File: src/design/mips_pkg.sv
// ----------------------------------------------------------
// shared types for the single-cycle MIPS subset
// opcode and funct values follow the standard MIPS encoding
// only add, sub, and, or, slt, addi, lw, sw, beq and j exist
// ----------------------------------------------------------
package mips_pkg;

  // data path and address width
  localparam int XLEN = 32;
  // register number width, 32 registers
  localparam int REG_ADDR_W = 5;

  // instruction bits 31:26
  typedef enum logic [5:0] {
    OP_RTYPE = 6'h00,
    OP_J     = 6'h02,
    OP_BEQ   = 6'h04,
    OP_ADDI  = 6'h08,
    OP_LW    = 6'h23,
    OP_SW    = 6'h2b
  } opcode_t;

  // instruction bits 5:0, r-type only
  typedef enum logic [5:0] {
    FN_ADD = 6'h20,
    FN_SUB = 6'h22,
    FN_AND = 6'h24,
    FN_OR  = 6'h25,
    FN_SLT = 6'h2a
  } funct_t;

  // alu select, same codes as the classic textbook decoder
  typedef enum logic [2:0] {
    ALU_AND = 3'b000,
    ALU_OR  = 3'b001,
    ALU_ADD = 3'b010,
    ALU_SUB = 3'b110,
    ALU_SLT = 3'b111
  } alu_op_t;

endpackage

File: src/design/mips_interfaces.sv
// ----------------------------------------------------------
// register file and data memory port bundles
// all signals are plain levels, no handshake
// reads are combinational, writes land on the clock edge
// ----------------------------------------------------------
`timescale 1ns/1ps

interface mips_reg_if import mips_pkg::*; ();
  // read ports
  logic [REG_ADDR_W-1:0] a1;
  logic [REG_ADDR_W-1:0] a2;
  logic [XLEN-1:0]       rd1;
  logic [XLEN-1:0]       rd2;
  // write port
  logic [REG_ADDR_W-1:0] a3;
  logic                  we3;
  logic [XLEN-1:0]       wd3;

  modport cpu (output a1, a2, a3, we3, wd3, input rd1, rd2);
  modport rf  (input a1, a2, a3, we3, wd3, output rd1, rd2);
endinterface


File: src/design/mips_register_file.sv
// ----------------------------------------------------------
// 32 x 32 register file, two async reads, one sync write
// r0 reads zero and ignores writes
// all registers clear on synchronous reset
// ----------------------------------------------------------
`timescale 1ns/1ps

module mips_register_file import mips_pkg::*; (
  input logic       clk,
  input logic       reset,
  mips_reg_if.rf    rf
);

  localparam int NUM_REGS = 2 ** REG_ADDR_W;

  logic [XLEN-1:0] regs [NUM_REGS];

  always_ff @(posedge clk) begin
    if (reset) begin
      for (int i = 0; i < NUM_REGS; i++) begin
        regs[i] <= '0;
      end
    end else if (rf.we3 && (rf.a3 != '0)) begin
      // writes to r0 dropped here
      regs[rf.a3] <= rf.wd3;
    end
  end

  // combinational reads, r0 forced to zero
  assign rf.rd1 = (rf.a1 == '0) ? '0 : regs[rf.a1];
  assign rf.rd2 = (rf.a2 == '0) ? '0 : regs[rf.a2];

endmodule

File: src/flat_wrapper.sv
// flat-port wrapper written by rule: the top's interface ports become plain ports
module mips_register_file_flat import mips_pkg::*;
  (clk, reset, rf_a1, rf_a2, rf_a3, rf_we3, rf_wd3, rf_rd1, rf_rd2);
  mips_reg_if rf_i ();
  input logic clk;
  input logic reset;
  input wire logic [$bits(rf_i.a1)-1:0] rf_a1;
  input wire logic [$bits(rf_i.a2)-1:0] rf_a2;
  input wire logic [$bits(rf_i.a3)-1:0] rf_a3;
  input wire logic [$bits(rf_i.we3)-1:0] rf_we3;
  input wire logic [$bits(rf_i.wd3)-1:0] rf_wd3;
  output wire logic [$bits(rf_i.rd1)-1:0] rf_rd1;
  output wire logic [$bits(rf_i.rd2)-1:0] rf_rd2;
  assign rf_i.a1 = rf_a1;
  assign rf_i.a2 = rf_a2;
  assign rf_i.a3 = rf_a3;
  assign rf_i.we3 = rf_we3;
  assign rf_i.wd3 = rf_wd3;
  assign rf_rd1 = rf_i.rd1;
  assign rf_rd2 = rf_i.rd2;
  mips_register_file u_core (.clk(clk), .reset(reset), .rf(rf_i));
endmodule
File: config.mk
export PLATFORM = sky130hd
export DESIGN_NAME = mips_register_file_flat
export DESIGN_NICKNAME = d
export VERILOG_FILES = /design/src/design/mips_pkg.sv /design/src/design/mips_interfaces.sv /design/src/design/mips_register_file.sv /design/src/flat_wrapper.sv
export SDC_FILE = /design/constraint.sdc
export NUM_CORES = 2
export LEC_CHECK = 0
export BUFFER_PORTS_ARGS = -buffer_cell sky130_fd_sc_hd__buf_4
export CAP_MARGIN = 10
export CORE_ASPECT_RATIO = 0.7
export CORE_MARGIN = 2
export CORE_UTILIZATION = 59
export CTS_BUF_LIST = sky130_fd_sc_hd__clkbuf_2 sky130_fd_sc_hd__clkbuf_4 sky130_fd_sc_hd__clkbuf_8
export DETAILED_ROUTE_END_ITERATION = 12
export MAX_ROUTING_LAYER = met4
export PLACE_DENSITY_LB_ADDON = 0.2
export SETUP_SLACK_MARGIN = 0.3
export SLEW_MARGIN = 20
export SYNTH_ARGS = -nofsm -noshare
export SYNTH_HDL_FRONTEND = slang
export SYNTH_SLANG_ARGS = --single-unit
export TNS_END_PERCENT = 100
File: constraint.sdc
create_clock -name clk -period 1.6 [get_ports clk]
set_input_delay 0 -clock clk [delete_from_list [all_inputs] [get_ports clk]]
set_output_delay 0 -clock clk [all_outputs]
set_load 0.02 [all_outputs]
==> summary.txt <==
Run status
  • Status: complete, but fails checks
  • Failing checks: setup timing

Cells and area
  • Share of layout cells above drive strength 1: 0.376
  • Final cell count without fillers: 5,725
  • Area Overhead vs Synth: 23.3%
  • Reg with most FFs: u_core.regs
  • Most common cell after layout, fill and taps aside: edfxtp_1
  • Max reg flops: 1,024
  • Layout fillers: 5,793
  • Most frequent cells in the layout: 1,024 x edfxtp_1, 993 x and2_1, 529 x buf_4, 351 x mux4_2, 320 x mux2i_1
  • Nets: 4,414
  • Biggest regs: u_core.regs (1024)

Logic synthesis
  • Synth top area share: 0.559
  • Mapped cell area: 55,000 µm²
  • Synth cell types: 41
  • Sequential fraction of the synthesis area: 0.559
  • Synth top area cells: edfxtp_1 56%, mux4_2 12%, and2_1 11%, mux2i_1 5.8%, mux4_1 2.3%
  • Ys Warns: 0
  • Seq cells post-synth: 1,024
  • Mean Syn Cell Area: 14.5 µm²
  • Post-Syn Instances: 3,793
  • Area leader, netlist: edfxtp_1

Timing
  • Endpoints failing setup: 64
  • Least-Margin Pin Slew: 999 ps
  • Max-Slew Margin vs Limit: 0.333
  • RSZ-0062 raised after global routing: true
  • Max Clk Rate: 0.354 GHz
  • Fin worst setup slack: -1220 ps
  • Minimum clock period: 2820 ps
  • Fin. Hold Viols: 0
  • Final Slew Violations: 0
  • Period Utilization, post-route: 1.77
  • Final TNS setup: -65,810 ps

Worst setup path
  • Critical path data required time: 1600 ps
  • Crit-path max FO: 2
  • CP top delay family: multiplexers
  • Setup crit end kind: output port
  • CP most frequent cell: buf_4
  • Crit path buffers/inverters: 3
  • Crit Path Class: reg -> out
  • Worst path cell trace: mux4_2, mux2_4, a221oi_2, buf_4, a211oi_2, buf_4, buf_6
  • WP data arrival: 2820 ps
  • Critical path's slowest cell: mux4_2
  • CP Launch Type: flop
  • Crit-path max cell delay: 480 ps

Pwr
  • Switching part of the total: 0.268
  • Power share of the sequential group: 0.494
  • Psw: 17,300 µW
  • VDD IR max: 0.861 mV
  • Leakage power: 0.0251 µW
  • Internal power: 47,200 µW
  • Total power draw: 64,500 µW
  • Pwr dens: 950 nW/µm²
  • Combinational cell fraction of total power: 0.168
  • Clock Power Share: 0.338

Global route
  • Initial antenna violation count: 6
  • Largest net degree at the start of global routing: 64
  • Gr usage total: 0.405
  • Gr ovfl total: 0
  • Vias in the first global route: 39,400
  • First-pass GRT wire length: 268,000 µm

Floorplan
  • Die width: 369 µm
  • Core area: 92,200 µm²
  • Die area: 95,800 µm²
  • I/O pins: 114
  • Num rows: 93
  • Starting Density: 0.597
  • Die H: 260 µm

Drt
  • Via total after detailed routing: 38,800
  • Starting DRT DRC Count: 5,557
  • DR WL/cell: 32.6 µm
  • Final WL: 187,000 µm
  • Avg Vias per Cell: 6.77
  • Residual DRC count: 0
  • Number of routed nets with antenna violations: 0
  • 1st-pass router iterations: 6

Job
  • Max-cap violation count: 0

Hold path
  • Hold crit path type: in -> reg

Clock network
  • Max H-tree Level: 4
  • CTS tree: done
  • Clk root buf: clkbuf_8
  • Worst-path clk slew: 60 ps
  • TritonCTS buffer count: 159
  • CTS Sinks: 1,024
  • Max Buffers Root-to-Sink: 3

Place
  • IO buf count: 113
  • Placed insts: 5,325
  • DP Wirelength: 123,000 µm
  • Routability-driven placement congestion ratio: 0.943
cell type report:
| class | instances | area [µm²] | share of cell area |
|---|---|---|---|
| Sequential cell | 1024 | 30700 | 0.453 |
| Inverter | 2 | 8.76 | 0.000129 |
| Tap cell | 1235 | 1550 | 0.0228 |
| Antenna cell | 7 | 17.5 | 0.000258 |
| Multi-Input combinational cell | 2386 | 24400 | 0.359 |
| Timing Repair Buffer | 791 | 8150 | 0.120 |
| Clock buffer | 212 | 2630 | 0.0388 |
| Clock inverter | 68 | 380 | 0.00560 |
metrics by stage:
stage / cell area, µm² / utilization / hold WS, ps / setup WS [ps]
3_5_place_dp: 62600 / 0.680 / 533 / -488
2_1_floorplan: 56300 / - / 198 / 153
4_1_cts: 67300 / 0.730 / 115 / -1310
3_3_place_gp: 62600 / 0.680 / 520 / -482
6_report: 67900 / 0.736 / 30.4 / -1220
5_1_grt: 67900 / 0.736 / 60.4 / -1250
cells in the mapped netlist:
library cell	count
a311oi_1	32
inv_1	2
a221oi_2	13
nand2_1	101
or3b_1	2
nor3b_1	1
or2_1	1
buf_1	1
or3_1	2
buf_2	51
and3_1	1
buf_4	51
a22oi_1	64
or3b_2	1
mux4_2	304
a221oi_1	34
and2_1	994
nor2_1	37
nand3_1	1
nand4b_1	1
edfxtp_1	1024
a21oi_1	32
nand4_1	32
o221ai_1	64
nand4bb_1	1
or4_1	1
conb_1	1
nand3b_1	4
nor2b_1	37
clkbuf_4	1
clkbuf_1	296
buf_6	12
mux4_1	48
nor2_2	1
a211oi_1	64
mux2_2	64
nand2b_1	2
or2_2	31
mux2i_1	320
o21ai_0	47
o2111ai_1	17
cells by family after synthesis:
family	after synthesis	synth area share
compound gates	367	0.0516
buf+inv	414	0.0346
flops	1024	0.559
mux	736	0.219
other cells	1	0.0000681
simple gates	1251	0.136
layer usage:
layer	wire [µm]	vias up	GRT usage
met1	69300	19500	0.536
met3	22500	565	0.0903
met2	85000	3011	0.589
li1	-	15700	-
met5	0	-	-
met4	10100	0	0.215
power groups by stage:
stage / clock network [µW] / registers [µW] / logic, µW
2_1_floorplan: 0 / 32000 / 5430
3_3_place_gp: 0 / 32200 / 9430
3_5_place_dp: 0 / 32300 / 9580
4_1_cts: 21800 / 31800 / 10400
5_1_grt: 22900 / 32000 / 11100
6_report: 21800 / 31900 / 10800
final timing paths:
kind                              from                                end  slack (ps)  depth (start not counted)
min                           rf_a3[0]  u_core.regs[28][28]$_SDFFCE_PN0P_          30                          6
max   u_core.regs[28][2]$_SDFFCE_PN0P_                          rf_rd1[2]       -1220                          7
what timing repair did:
item | 4_1_cts | 5_1_grt
hold endpoints to repair | 1046 | 0
setup buffers | 43 | 32
gates cloned | 0 | 0
pin swaps | 50 | 45
resized for setup | 235 | 73
setup endpoints to repair | 64 | 207
hold buffers | 39 | 0
worst min-delay path, delay by kind of cell:
family | cells | cell delay (ps)
buffers and inverters | 2 | 310
and+or+nand+nor | 4 | 430
No activity file was read; power rests on OpenSTA's default activity.
