===== config.mk =====
export PLATFORM = sky130hd
export DESIGN_NAME = mips_cpu_flat
export DESIGN_NICKNAME = d
export VERILOG_FILES = /design/src/design/mips_pkg.sv /design/src/design/mips_interfaces.sv /design/src/design/mips_alu.sv /design/src/design/mips_control.sv /design/src/design/mips_cpu.sv /design/src/flat_wrapper.sv
export SDC_FILE = /design/constraint.sdc
export NUM_CORES = 1
export LEC_CHECK = 0
export BUFFER_PORTS_ARGS = -buffer_cell sky130_fd_sc_hd__buf_4
export CAP_MARGIN = 25
export CORE_MARGIN = 5
export CORE_UTILIZATION = 55
export DETAILED_ROUTE_END_ITERATION = 8
export PLACE_DENSITY = 0.85
export SLEW_MARGIN = 10
export SYNTH_ARGS = -nofsm -noshare
export SYNTH_HDL_FRONTEND = slang
export SYNTH_HIERARCHICAL = 1
export SYNTH_SLANG_ARGS = --single-unit

===== constraint.sdc =====
create_clock -name clk -period 9.1 [get_ports clk]
set_input_delay 0.455 -clock clk [delete_from_list [all_inputs] [get_ports clk]]
set_output_delay 0.455 -clock clk [all_outputs]
set_load 0.02 [all_outputs]

===== src/design/mips_pkg.sv =====
// ----------------------------------------------------------
// shared types for the single-cycle MIPS subset
// opcode and funct values follow the standard MIPS encoding
// only add, sub, and, or, slt, addi, lw, sw, beq and j exist
// ----------------------------------------------------------
package mips_pkg;

  // data path and address width
  localparam int XLEN = 32;
  // register number width, 32 registers
  localparam int REG_ADDR_W = 5;

  // instruction bits 31:26
  typedef enum logic [5:0] {
    OP_RTYPE = 6'h00,
    OP_J     = 6'h02,
    OP_BEQ   = 6'h04,
    OP_ADDI  = 6'h08,
    OP_LW    = 6'h23,
    OP_SW    = 6'h2b
  } opcode_t;

  // instruction bits 5:0, r-type only
  typedef enum logic [5:0] {
    FN_ADD = 6'h20,
    FN_SUB = 6'h22,
    FN_AND = 6'h24,
    FN_OR  = 6'h25,
    FN_SLT = 6'h2a
  } funct_t;

  // alu select, same codes as the classic textbook decoder
  typedef enum logic [2:0] {
    ALU_AND = 3'b000,
    ALU_OR  = 3'b001,
    ALU_ADD = 3'b010,
    ALU_SUB = 3'b110,
    ALU_SLT = 3'b111
  } alu_op_t;

endpackage


===== src/design/mips_interfaces.sv =====
// ----------------------------------------------------------
// register file and data memory port bundles
// all signals are plain levels, no handshake
// reads are combinational, writes land on the clock edge
// ----------------------------------------------------------
`timescale 1ns/1ps

interface mips_reg_if import mips_pkg::*; ();
  // read ports
  logic [REG_ADDR_W-1:0] a1;
  logic [REG_ADDR_W-1:0] a2;
  logic [XLEN-1:0]       rd1;
  logic [XLEN-1:0]       rd2;
  // write port
  logic [REG_ADDR_W-1:0] a3;
  logic                  we3;
  logic [XLEN-1:0]       wd3;

  modport cpu (output a1, a2, a3, we3, wd3, input rd1, rd2);
  modport rf  (input a1, a2, a3, we3, wd3, output rd1, rd2);
endinterface

interface mips_dmem_if import mips_pkg::*; ();
  // byte address, word aligned in practice
  logic [XLEN-1:0] a;
  logic            we;
  logic [XLEN-1:0] wd;
  logic [XLEN-1:0] rd;

  modport cpu (output a, we, wd, input rd);
  modport mem (input a, we, wd, output rd);
endinterface


===== src/design/mips_alu.sv =====
// ----------------------------------------------------------
// 32-bit alu: and, or, add, sub, signed slt
// no overflow detection, add and sub simply wrap
// ----------------------------------------------------------
`timescale 1ns/1ps

module mips_alu import mips_pkg::*; (
  input  logic [XLEN-1:0] a,
  input  logic [XLEN-1:0] b,
  input  alu_op_t         alu_control,
  output logic [XLEN-1:0] result,
  output logic            zero
);

  // signed compare for slt
  logic less;

  assign less = $signed(a) < $signed(b);

  always_comb begin
    case (alu_control)
      ALU_AND: result = a & b;
      ALU_OR:  result = a | b;
      ALU_ADD: result = a + b;
      ALU_SUB: result = a - b;
      // 1 or 0 in the low bit
      ALU_SLT: result = {{(XLEN-1){1'b0}}, less};
      default: result = '0;
    endcase
  end

  // beq uses this after a subtract
  assign zero = (result == '0);

endmodule


===== src/design/mips_control.sv =====
// ----------------------------------------------------------
// main decoder plus alu decoder, purely combinational
// unknown opcode or funct decodes as a no-op:
// no register write, no store, no branch, no jump
// ----------------------------------------------------------
`timescale 1ns/1ps

module mips_control import mips_pkg::*; (
  input  opcode_t opcode,
  input  funct_t  funct,
  output logic    mem_to_reg,
  output logic    mem_write,
  output logic    branch,
  output logic    jump,
  output logic    alu_src,
  output logic    reg_dst,
  output logic    reg_write,
  output alu_op_t alu_control
);

  // alu decoder result for r-type, plus a valid flag
  alu_op_t rtype_op;
  logic    rtype_ok;

  always_comb begin
    rtype_ok = 1'b1;
    case (funct)
      FN_ADD: rtype_op = ALU_ADD;
      FN_SUB: rtype_op = ALU_SUB;
      FN_AND: rtype_op = ALU_AND;
      FN_OR:  rtype_op = ALU_OR;
      FN_SLT: rtype_op = ALU_SLT;
      default: begin
        // unsupported funct, result is discarded
        rtype_op = ALU_ADD;
        rtype_ok = 1'b0;
      end
    endcase
  end

  always_comb begin
    // everything off unless the opcode says otherwise
    mem_to_reg  = 1'b0;
    mem_write   = 1'b0;
    branch      = 1'b0;
    jump        = 1'b0;
    alu_src     = 1'b0;
    reg_dst     = 1'b0;
    reg_write   = 1'b0;
    alu_control = ALU_ADD;
    case (opcode)
      OP_RTYPE: begin
        reg_dst     = 1'b1;
        reg_write   = rtype_ok;
        alu_control = rtype_op;
      end
      OP_LW: begin
        alu_src    = 1'b1;
        mem_to_reg = 1'b1;
        reg_write  = 1'b1;
      end
      OP_SW: begin
        alu_src   = 1'b1;
        mem_write = 1'b1;
      end
      OP_BEQ: begin
        // compare by subtraction, zero flag decides
        branch      = 1'b1;
        alu_control = ALU_SUB;
      end
      OP_ADDI: begin
        alu_src   = 1'b1;
        reg_write = 1'b1;
      end
      OP_J: jump = 1'b1;
      default: ;
    endcase
  end

endmodule


===== src/design/mips_cpu.sv =====
// ----------------------------------------------------------
// single-cycle datapath: one instruction per clock
// pc resets to 0, register and memory writes gated in reset
// no hazards, no exceptions, unknown ops just advance pc
// ----------------------------------------------------------
`timescale 1ns/1ps

module mips_cpu import mips_pkg::*; (
  input  logic            clk,
  input  logic            reset,
  output logic [XLEN-1:0] instruction_address,
  input  logic [XLEN-1:0] instruction,
  mips_reg_if.cpu         regs,
  mips_dmem_if.cpu        dmem,
  output logic [XLEN-1:0] pc
);

  // decoded fields
  opcode_t opcode;
  funct_t  funct;

  // controls
  logic    mem_to_reg;
  logic    mem_write;
  logic    branch;
  logic    jump;
  logic    alu_src;
  logic    reg_dst;
  logic    reg_write;
  alu_op_t alu_control;

  // datapath nets
  logic [REG_ADDR_W-1:0] write_reg;
  logic [XLEN-1:0]       sign_imm;
  logic [XLEN-1:0]       src_b;
  logic [XLEN-1:0]       alu_result;
  logic                  zero;
  logic [XLEN-1:0]       result;

  // next pc nets
  logic [XLEN-1:0] pc_plus4;
  logic [XLEN-1:0] pc_branch;
  logic [XLEN-1:0] pc_jump;
  logic            pc_src;
  logic [XLEN-1:0] pc_next;

  assign opcode = opcode_t'(instruction[31:26]);
  assign funct  = funct_t'(instruction[5:0]);

  mips_control u_control (
    .opcode      (opcode),
    .funct       (funct),
    .mem_to_reg  (mem_to_reg),
    .mem_write   (mem_write),
    .branch      (branch),
    .jump        (jump),
    .alu_src     (alu_src),
    .reg_dst     (reg_dst),
    .reg_write   (reg_write),
    .alu_control (alu_control)
  );

  // fetch straight from pc
  assign instruction_address = pc;

  // rs, rt reads; rd for r-type, rt otherwise
  assign regs.a1   = instruction[25:21];
  assign regs.a2   = instruction[20:16];
  assign write_reg = reg_dst ? instruction[15:11] : instruction[20:16];
  assign regs.a3   = write_reg;

  assign sign_imm = {{(XLEN-16){instruction[15]}}, instruction[15:0]};
  assign src_b    = alu_src ? sign_imm : regs.rd2;

  mips_alu u_alu (
    .a           (regs.rd1),
    .b           (src_b),
    .alu_control (alu_control),
    .result      (alu_result),
    .zero        (zero)
  );

  // memory port, store data always rt
  assign dmem.a  = alu_result;
  assign dmem.wd = regs.rd2;
  assign dmem.we = mem_write & ~reset;

  // write back
  assign result    = mem_to_reg ? dmem.rd : alu_result;
  assign regs.wd3  = result;
  assign regs.we3  = reg_write & ~reset;

  // branch target is relative to pc+4
  assign pc_plus4  = pc + XLEN'(4);
  assign pc_branch = pc_plus4 + {sign_imm[XLEN-3:0], 2'b00};
  // jump keeps the top nibble of pc+4
  assign pc_jump   = {pc_plus4[XLEN-1:XLEN-4], instruction[25:0], 2'b00};
  assign pc_src    = branch & zero;

  always_comb begin
    if (jump) begin
      pc_next = pc_jump;
    end else if (pc_src) begin
      pc_next = pc_branch;
    end else begin
      pc_next = pc_plus4;
    end
  end

  always_ff @(posedge clk) begin
    if (reset) begin
      pc <= '0;
    end else begin
      pc <= pc_next;
    end
  end

endmodule


===== src/flat_wrapper.sv =====
// flat-port wrapper written by rule: the top's interface ports become plain ports
module mips_cpu_flat import mips_pkg::*;
  (clk, reset, instruction_address, instruction, pc, regs_a1, regs_a2, regs_a3, regs_we3, regs_wd3, regs_rd1, regs_rd2, dmem_a, dmem_we, dmem_wd, dmem_rd);
  mips_reg_if regs_i ();
  mips_dmem_if dmem_i ();
  input  logic clk;
  input  logic reset;
  output logic [XLEN-1:0] instruction_address;
  input  logic [XLEN-1:0] instruction;
  output logic [XLEN-1:0] pc;
  output wire logic [$bits(regs_i.a1)-1:0] regs_a1;
  output wire logic [$bits(regs_i.a2)-1:0] regs_a2;
  output wire logic [$bits(regs_i.a3)-1:0] regs_a3;
  output wire logic [$bits(regs_i.we3)-1:0] regs_we3;
  output wire logic [$bits(regs_i.wd3)-1:0] regs_wd3;
  input wire logic [$bits(regs_i.rd1)-1:0] regs_rd1;
  input wire logic [$bits(regs_i.rd2)-1:0] regs_rd2;
  output wire logic [$bits(dmem_i.a)-1:0] dmem_a;
  output wire logic [$bits(dmem_i.we)-1:0] dmem_we;
  output wire logic [$bits(dmem_i.wd)-1:0] dmem_wd;
  input wire logic [$bits(dmem_i.rd)-1:0] dmem_rd;
  assign regs_a1 = regs_i.a1;
  assign regs_a2 = regs_i.a2;
  assign regs_a3 = regs_i.a3;
  assign regs_we3 = regs_i.we3;
  assign regs_wd3 = regs_i.wd3;
  assign regs_i.rd1 = regs_rd1;
  assign regs_i.rd2 = regs_rd2;
  assign dmem_a = dmem_i.a;
  assign dmem_we = dmem_i.we;
  assign dmem_wd = dmem_i.wd;
  assign dmem_i.rd = dmem_rd;
  mips_cpu u_core (.clk(clk), .reset(reset), .instruction_address(instruction_address), .instruction(instruction), .regs(regs_i), .dmem(dmem_i), .pc(pc));
endmodule

==> results of run 1 <==
## through the flow
stage	util [%]	instances	setup WS [ps]
detailed placement	66.3	1838	1110
global placement	66.3	1838	1380
floorplan	-	1444	2460
global route	67.4	1846	834
finish	67.4	1846	1320
CTS	67.4	1846	1430
## cell type report
cell class | count | area (sq um)
well taps | 229 | 287
multi-input cells | 1132 | 8210
inverters | 132 | 495
clock inverters | 2 | 60.1
clock buffers | 6 | 139
fillers | 1678 | 5870
flip-flops and latches | 30 | 601
repair buffers | 315 | 2360
## placed cells by master (no fill, tap or decap), drive strengths merged, types with 6 or more instances in the layout
master and instances:
mux2 53, a2111oi 7, dfxtp 30, xnor2 52
nand2b 12, mux2i 18, and2 11, a21oi 127
clkbuf 6, and3 10, nand2 113, o21bai 10
and4 7, inv 130, or3 8, buf 315
nand3 42, ha 135, a221oi 8, a22oi 6
nor3 22, a21o 26, a211oi 22, a2111o 6
xor2 23, a211o 11, o211ai 17, nor4 11
o21a 7, a31oi 15, nor2 105, o22ai 24
nand4 16, nor2b 15, o21ai 88, or4 11
o211a 8, o31ai 20
## cell families after synthesis
group,count (synthesis),share of synthesized area [%]
XOR/XNOR,75,6.49
adder cells (fa/ha/maj),138,17.3
flip-flops,30,5.93
buffers and inverters,282,13.4
AO/OA/AOI/OAI,451,30.1
multiplexers,71,7.67
AND/OR/NAND/NOR,393,19.2
other,1,0.0370
## worst paths after layout
check	startpoint	endpoint	depth (start not counted)
worst max-delay path	instruction[27]	u_core/instruction_address[23]	22
worst min-delay path	instruction[23]	u_core/instruction_address[25]	2
worst max register to register	u_core/instruction_address[2]	u_core/instruction_address[31]	16
worst min register to register	u_core/instruction_address[31]	u_core/instruction_address[31]	3
## critical path, stage by stage
cell       delay [ps]
buf_4             130
nor3_2            330
nand2_1           150
a21boi_4          600
buf_4             370
mux2_2            400
ha_1              240
fa_1              390
a21o_1            190
a221o_1           390
a2111o_1          440
nand3_1           110
a21oi_1           130
a2111o_1          430
a221o_1           300
a21o_1            210
or4_1             510
or4_1             500
nor4_2            290
and2_1            830
nor3_1             90
a2111oi_0         420
## layer usage
metal	vias up	GRT usage, %
li1	5454	-
met1	5511	42.3
met2	758	61.0
met3	148	5.51
met4	0	14.9
met5	-	0
## Yosys cell counts (18+ instances only)
library cell  number
nor2_1           104
o21ai_0           85
a211oi_1          19
a21oi_1          125
nand3_1           39
dfxtp_1           30
nand2_1          113
xnor2_1           52
ha_1             135
mux2i_1           18
nor3_1            20
inv_1            130
clkbuf_1          65
buf_4             77
mux2_2            51
a21o_1            25
xor2_1            23
o22ai_1           24
## report_power, final
group / leakage [nW] / internal [mW] / total [mW] / switching (mW)
Combinational: 5.47 / 0.335 / 0.847 / 0.512
Sequential: 0.243 / 0.134 / 0.140 / 0.00607
Clock: 0.0971 / 0.164 / 0.226 / 0.0619
Total: 5.81 / 0.633 / 1.21 / 0.580
==> summary.md, run 1 <==
| Metric | Value |
|---|---|
| Status | `finished, final reports clean` |
| Worst hold path type | `in -> reg` |
| Placed cell areas | `12000 sq um` |
| Core Box Area | `18000 sq um` |
| CTS Buf Count | `5` |
| Clk pin slew, worst setup/hold paths | `50 ps` |
| Wire length on met1 | `15.4 mm` |
| Min cycle time layout | `7780 ps` |
| Die H | `146 um` |
| RSZ-0062 raised after global routing | `false` |
| Initial core utilization | `a little under three fifths` |
| Wirelength per Cell | `21.8 um` |
| Drt pass-1 iters | `6` |
| Metal2 WL | `19.1 mm` |
| CTS Hold Bufs | `0` |
| Hold slack | `421 ps` |
| Asr flop ratio synth | `0%` |
| GRT overflow | `0` |
| Final wirelength | `40.3 mm` |
| # IOs | `307` |
| Post-route setup TNS | `0 ps` |
| Final-report hold violation count | `0` |
| Yosys Warn Count | `6` |
| Kind of critical path | `in -> reg` |
| Post-Syn Area | `10100 sq um` |
| CP max FO | `25` |
| Clock latency on the worst-skew pair | `290 ps` |
| Maximum VDD drop | `0.0000872 V` |
| H-Tree Depth | `2` |
| Main synth FF type | `dfxtp_1` |
| Share of cells above drive strength 1 | `25.3%` |
| Critical Path Start Type | `input pin` |
| Number of synthesized flops with an enable pin | `0` |
| Mapped Avg Cell Area | `between 7 and 8 sq um` |
| Vias in the first global route | `between 10000 and 15000` |
| Site row count | `between 40 and 50` |
| Endpoint type of the worst setup path | `flop` |
| Initial DRC count | `around 1200` |
| Pin count of the biggest net entering global routing | `59` |
| Synth area leaders | `ha_1 (17%), a21oi_1 (6.2%), dfxtp_1 (5.9%), buf_4 (5.7%), mux2_2 (5.7%)` |
| Max Freq | `129 MHz` |
| Max-Cap Viols | `0` |
| Routed Antenna Nets | `0` |
| Vias/cell | `~6.4` |
| TritonCTS clock tree | `done` |
| Post-route cell area | `12200 sq um` |
| DRC | `0` |
| DR top layer | `met4` |
| Post-Syn Instances | `around 1400` |
| Worst Max-Slew Pin Slew | `984 ps` |
| Lkg Pwr | `5.81 nW` |
| Max reg flops | `30` |
| FF+latch count, synth | `30` |
| Layout area overhead | `20.0%` |
| Die area | `21200 sq um` |
| Clock sinks | `30` |
| Number of port buffers | `302` |
| Dpl hpwl | `32.6 mm` |
| Post-synthesis sequential area ratio | `5.93%` |
| Nets | `roughly 1900` |
| First-pass GRT wire length | `61.8 mm` |
| CTS resizes | `0` |
| Critical Path AT | `7930 ps` |
| Fin crit share | `between 80% and 90%` |
| Unique masters post-synth | `88` |
| Die width | `146 um` |
| Met3 routed wirelength | `3.71 mm` |
| Initial antenna violation count | `1` |
| Final Power | `about 1.2 mW` |
| Clock root cell | `clkbuf_16` |
| Slew HR | `34.4%` |
| Critical Path RT | `around 9000 ps` |
| Placer Congestion | `1.07` |
| Post-synth top area cell | `ha_1` |
| Setup repair bufs after CTS | `0` |
| Final setup vio count | `0` |
| Final Skew | `12.1 ps` |
| Vias | `about 12000` |
| GRT Util Overall | `a little over a third` |
| Max Slew Vio Count | `0` |
| CTS max path bufs | `2` |
| Minimum setup slack among reg-to-reg paths | `4750 ps` |
| Pwr dens | `99.8 nW/um^2` |
| N_diodes | `0` |
| Top cell type's share of synthesized area | `16.7%` |
Power figures use the tool's default switching activity.
==> run 2, diff against run 1 <==
--- a/config.mk
+++ b/config.mk
@@ -7,6 +7,7 @@
 export LEC_CHECK = 0
 export BUFFER_PORTS_ARGS = -buffer_cell sky130_fd_sc_hd__buf_4
 export CAP_MARGIN = 25
+export CORE_ASPECT_RATIO = 0.5
 export CORE_MARGIN = 5
 export CORE_UTILIZATION = 55
 export DETAILED_ROUTE_END_ITERATION = 8
==> constraint.sdc (replaced) <==
create_clock -name clk -period 9.1 [get_ports clk]
set_input_delay 0.455 -clock clk [delete_from_list [all_inputs] [get_ports clk]]
set_output_delay 0.455 -clock clk [all_outputs]
set_load 0.005 [all_outputs]
==> run 2 against run 1 <==
Net effect: routed wire length shrank 2.9%; worst setup slack worse by 11 ps; sequential cell count unchanged; sequential power barely moved; design area decreased by 0.31%; global-route usage decreased by 0.84 points; final cell count up 0.70%; worst hold slack better by 23 ps; combinational power fell by 14%; non-clock buffer count grew 3; first-iteration DRC count down 5.2%; largest cell class unchanged.
==> summary.md, run 2 (synthesis results as in run 1) <==
| Metric | Value |
|---|---|
| Status | `finished, final reports clean` |
| Pin count of the biggest net entering global routing | `59 (unchanged)` |
| Critical Path RT | `9240 ps (about the same)` |
| Drt pass-1 iters | `6 (unchanged)` |
| Max Freq | `128 MHz (-0.14%)` |
| Placer Congestion | `1.04 (-3.2%)` |
| CTS resizes | `0 (unchanged)` |
| Total area of sequential cells | `601 sq um (unchanged)` |
| Multi-input gate area | `8200 sq um (about the same)` |
| Nets | `1887 (+0.16%)` |
| Kind of critical path | `in -> reg` |
| Buf/Inv on CP | `3 (+1)` |
| Maximum VDD drop | `0.0000636 V (-27%)` |
| Critical Path Start Type | `input pin` |
| Clk pin slew, worst setup/hold paths | `50 ps (about the same)` |
| Initial antenna violation count | `1 (unchanged)` |
| Number of port buffers | `302 (unchanged)` |
| Clock latency on the worst-skew pair | `270 ps (-20 ps)` |
| DRC | `0 (unchanged)` |
| Leading cell type in the layout, fill and taps excluded | `buf_4` |
| Vias in the first global route | `11500 (-0.22%)` |
| Site row count | `35 (-29%)` |
| CP delay by family, top | `simple AND/OR/NAND/NOR gates` |
| GRT overflow | `0 (unchanged)` |
| Final-report hold violation count | `0 (unchanged)` |
| Share of cells above drive strength 1 | `25.3% (-0.031 points)` |
| Vias/cell | `6.32 (-1.8%)` |
| Max reg flops | `30 (unchanged)` |
| GRT Util Overall | `34.1% (-0.84 points)` |
| Dpl hpwl | `31.3 mm (-3.9%)` |
| Initial core utilization | `55.5% (-0.73 points)` |
| Min cycle time layout | `7790 ps (+10.9 ps)` |
| Critical Path AT | `7930 ps (about the same)` |
| Die width | `202 um (+39%)` |
| Clock root cell | `clkbuf_16` |
| Die area | `21400 sq um (+0.78%)` |
| # IOs | `307 (unchanged)` |
| Final Skew | `7.37 ps (-4.69 ps)` |
| CTS max path bufs | `2 (unchanged)` |
| CTS Buf Count | `5 (unchanged)` |
| CTS Hold Bufs | `0 (unchanged)` |
| RSZ-0062 raised after global routing | `false` |
| TritonCTS clock tree | `done` |
| H-Tree Depth | `2 (unchanged)` |
| Slowest cell on crit path | `and2_1` |
| Fin crit share | `85.6% (+0.12 points)` |
| Vias | `11700 (-1.1%)` |
| Clock sinks | `30 (unchanged)` |
| Slowest cell delay on critical path | `850 ps (+20 ps)` |
| CP cell instances | `buf_4, nor3_2, nand2_1, a21boi_2, buf_4, nand2_1, o21ai_0, inv_1, ha_1, a21oi_1, o31a_1, o2bb2ai_1, a2111oi_0, a21oi_1, a2111o_1, a221o_1, a21o_1, or4_1, or4_1, nor4_2, and2_1, nor3_1, a2111oi_0` |
| Final wirelength | `39.1 mm (-2.9%)` |
| Pwr dens | `84.5 nW/um^2 (-15%)` |
| Worst Max-Slew Pin Slew | `1050 ps (+63.0 ps)` |
| Wirelength per Cell | `21.1 um (-3.6%)` |
| Routed Antenna Nets | `0 (unchanged)` |
| Endpoint type of the worst setup path | `flop` |
| Worst hold path type | `in -> reg` |
| Layout area overhead | `19.6%` |
| Max Slew Vio Count | `0 (unchanged)` |
| Layout filler cell count | `1619 (-3.5%)` |
| N_diodes | `0 (unchanged)` |
| Post-route setup TNS | `0 ps (unchanged)` |
| Setup repair bufs after CTS | `0 (unchanged)` |
| CP max FO | `25 (unchanged)` |
| Max-Cap Viols | `0 (unchanged)` |
| Slew HR | `30.0% (-4.3 points)` |
| Core Box Area | `18300 sq um (+1.3%)` |
| Lkg Pwr | `5.79 nW (-0.37%)` |
| Final setup vio count | `0 (unchanged)` |
| Final Power | `1.02 mW (-16%)` |
| First-pass GRT wire length | `60.7 mm (-1.8%)` |
| Most frequent cells in the layout | `buf_4 (318), ha_1 (135), inv_1 (130)` |
| Die H | `106 um (-27%)` |
| Initial DRC count | `1169 (-5.2%)` |
## run 2: changes by cell type in the layout (fill, tap and decap cells not counted)
cell and delta:
clkbuf_8 -1, a21boi_2 +1, a21boi_4 -1, clkbuf_1 +2, buf_4 +3, bufinv_16 -2
## run 2: power by group
part	leakage, nW	internal (mW)	switching [mW]
logic	5.48	0.329	0.402
registers	0.243	0.134	0.00519
clock network	0.0640	0.0997	0.0535
total	5.79	0.563	0.460
## run 2: area by class of cell
cell class | instances | area share (%)
multi-input combinational | 1132 | 67.7
timing repair buffer | 318 | 19.7
sequential | 30 | 4.96
inverter | 132 | 4.09
tap | 240 | 2.48
clock buffer | 7 | 1.09
## run 2: per-stage QoR
stage	hold slack (ps)	setup slack (ps)	utilization, %	cell area (sq um)	std cells
2_1_floorplan	593	2560	-	10100	1444
3_3_place_gp	636	1500	65.6	12000	1852
3_5_place_dp	691	1280	65.6	12000	1852
4_1_cts	439	1530	66.3	12100	1859
5_1_grt	444	803	66.3	12100	1859
6_report	444	1310	66.3	12100	1859
## run 2: routing by layer
layer	GRT usage, %	vias to the layer above	routed length [um]
met4	9.50	2	979
met5	0	-	10
met3	5.97	88	3630
met1	43.7	5564	15900
met2	59.2	628	18600
li1	-	5459	-
## run 2: final timing paths
path              slack (ps)                           start                              to  cells after the start
setup / recovery        1310                 instruction[27]  u_core/instruction_address[23]                     23
hold / removal           440                  instruction[9]  u_core/instruction_address[11]                      2
setup reg to reg        4960   u_core/instruction_address[8]  u_core/instruction_address[31]                     13
hold reg to reg          700  u_core/instruction_address[31]  u_core/instruction_address[31]                      3
## run 2: worst reg2reg max path: cells and delay by family, from the launching register on
kind	cells	cell delay [ps]
AO/OA/AOI/OAI	5	1240
adder cells (fa/ha/maj)	1	340
XOR/XNOR	1	260
AND/OR/NAND/NOR	4	1100
flip-flops	1	510
multiplexers	2	570
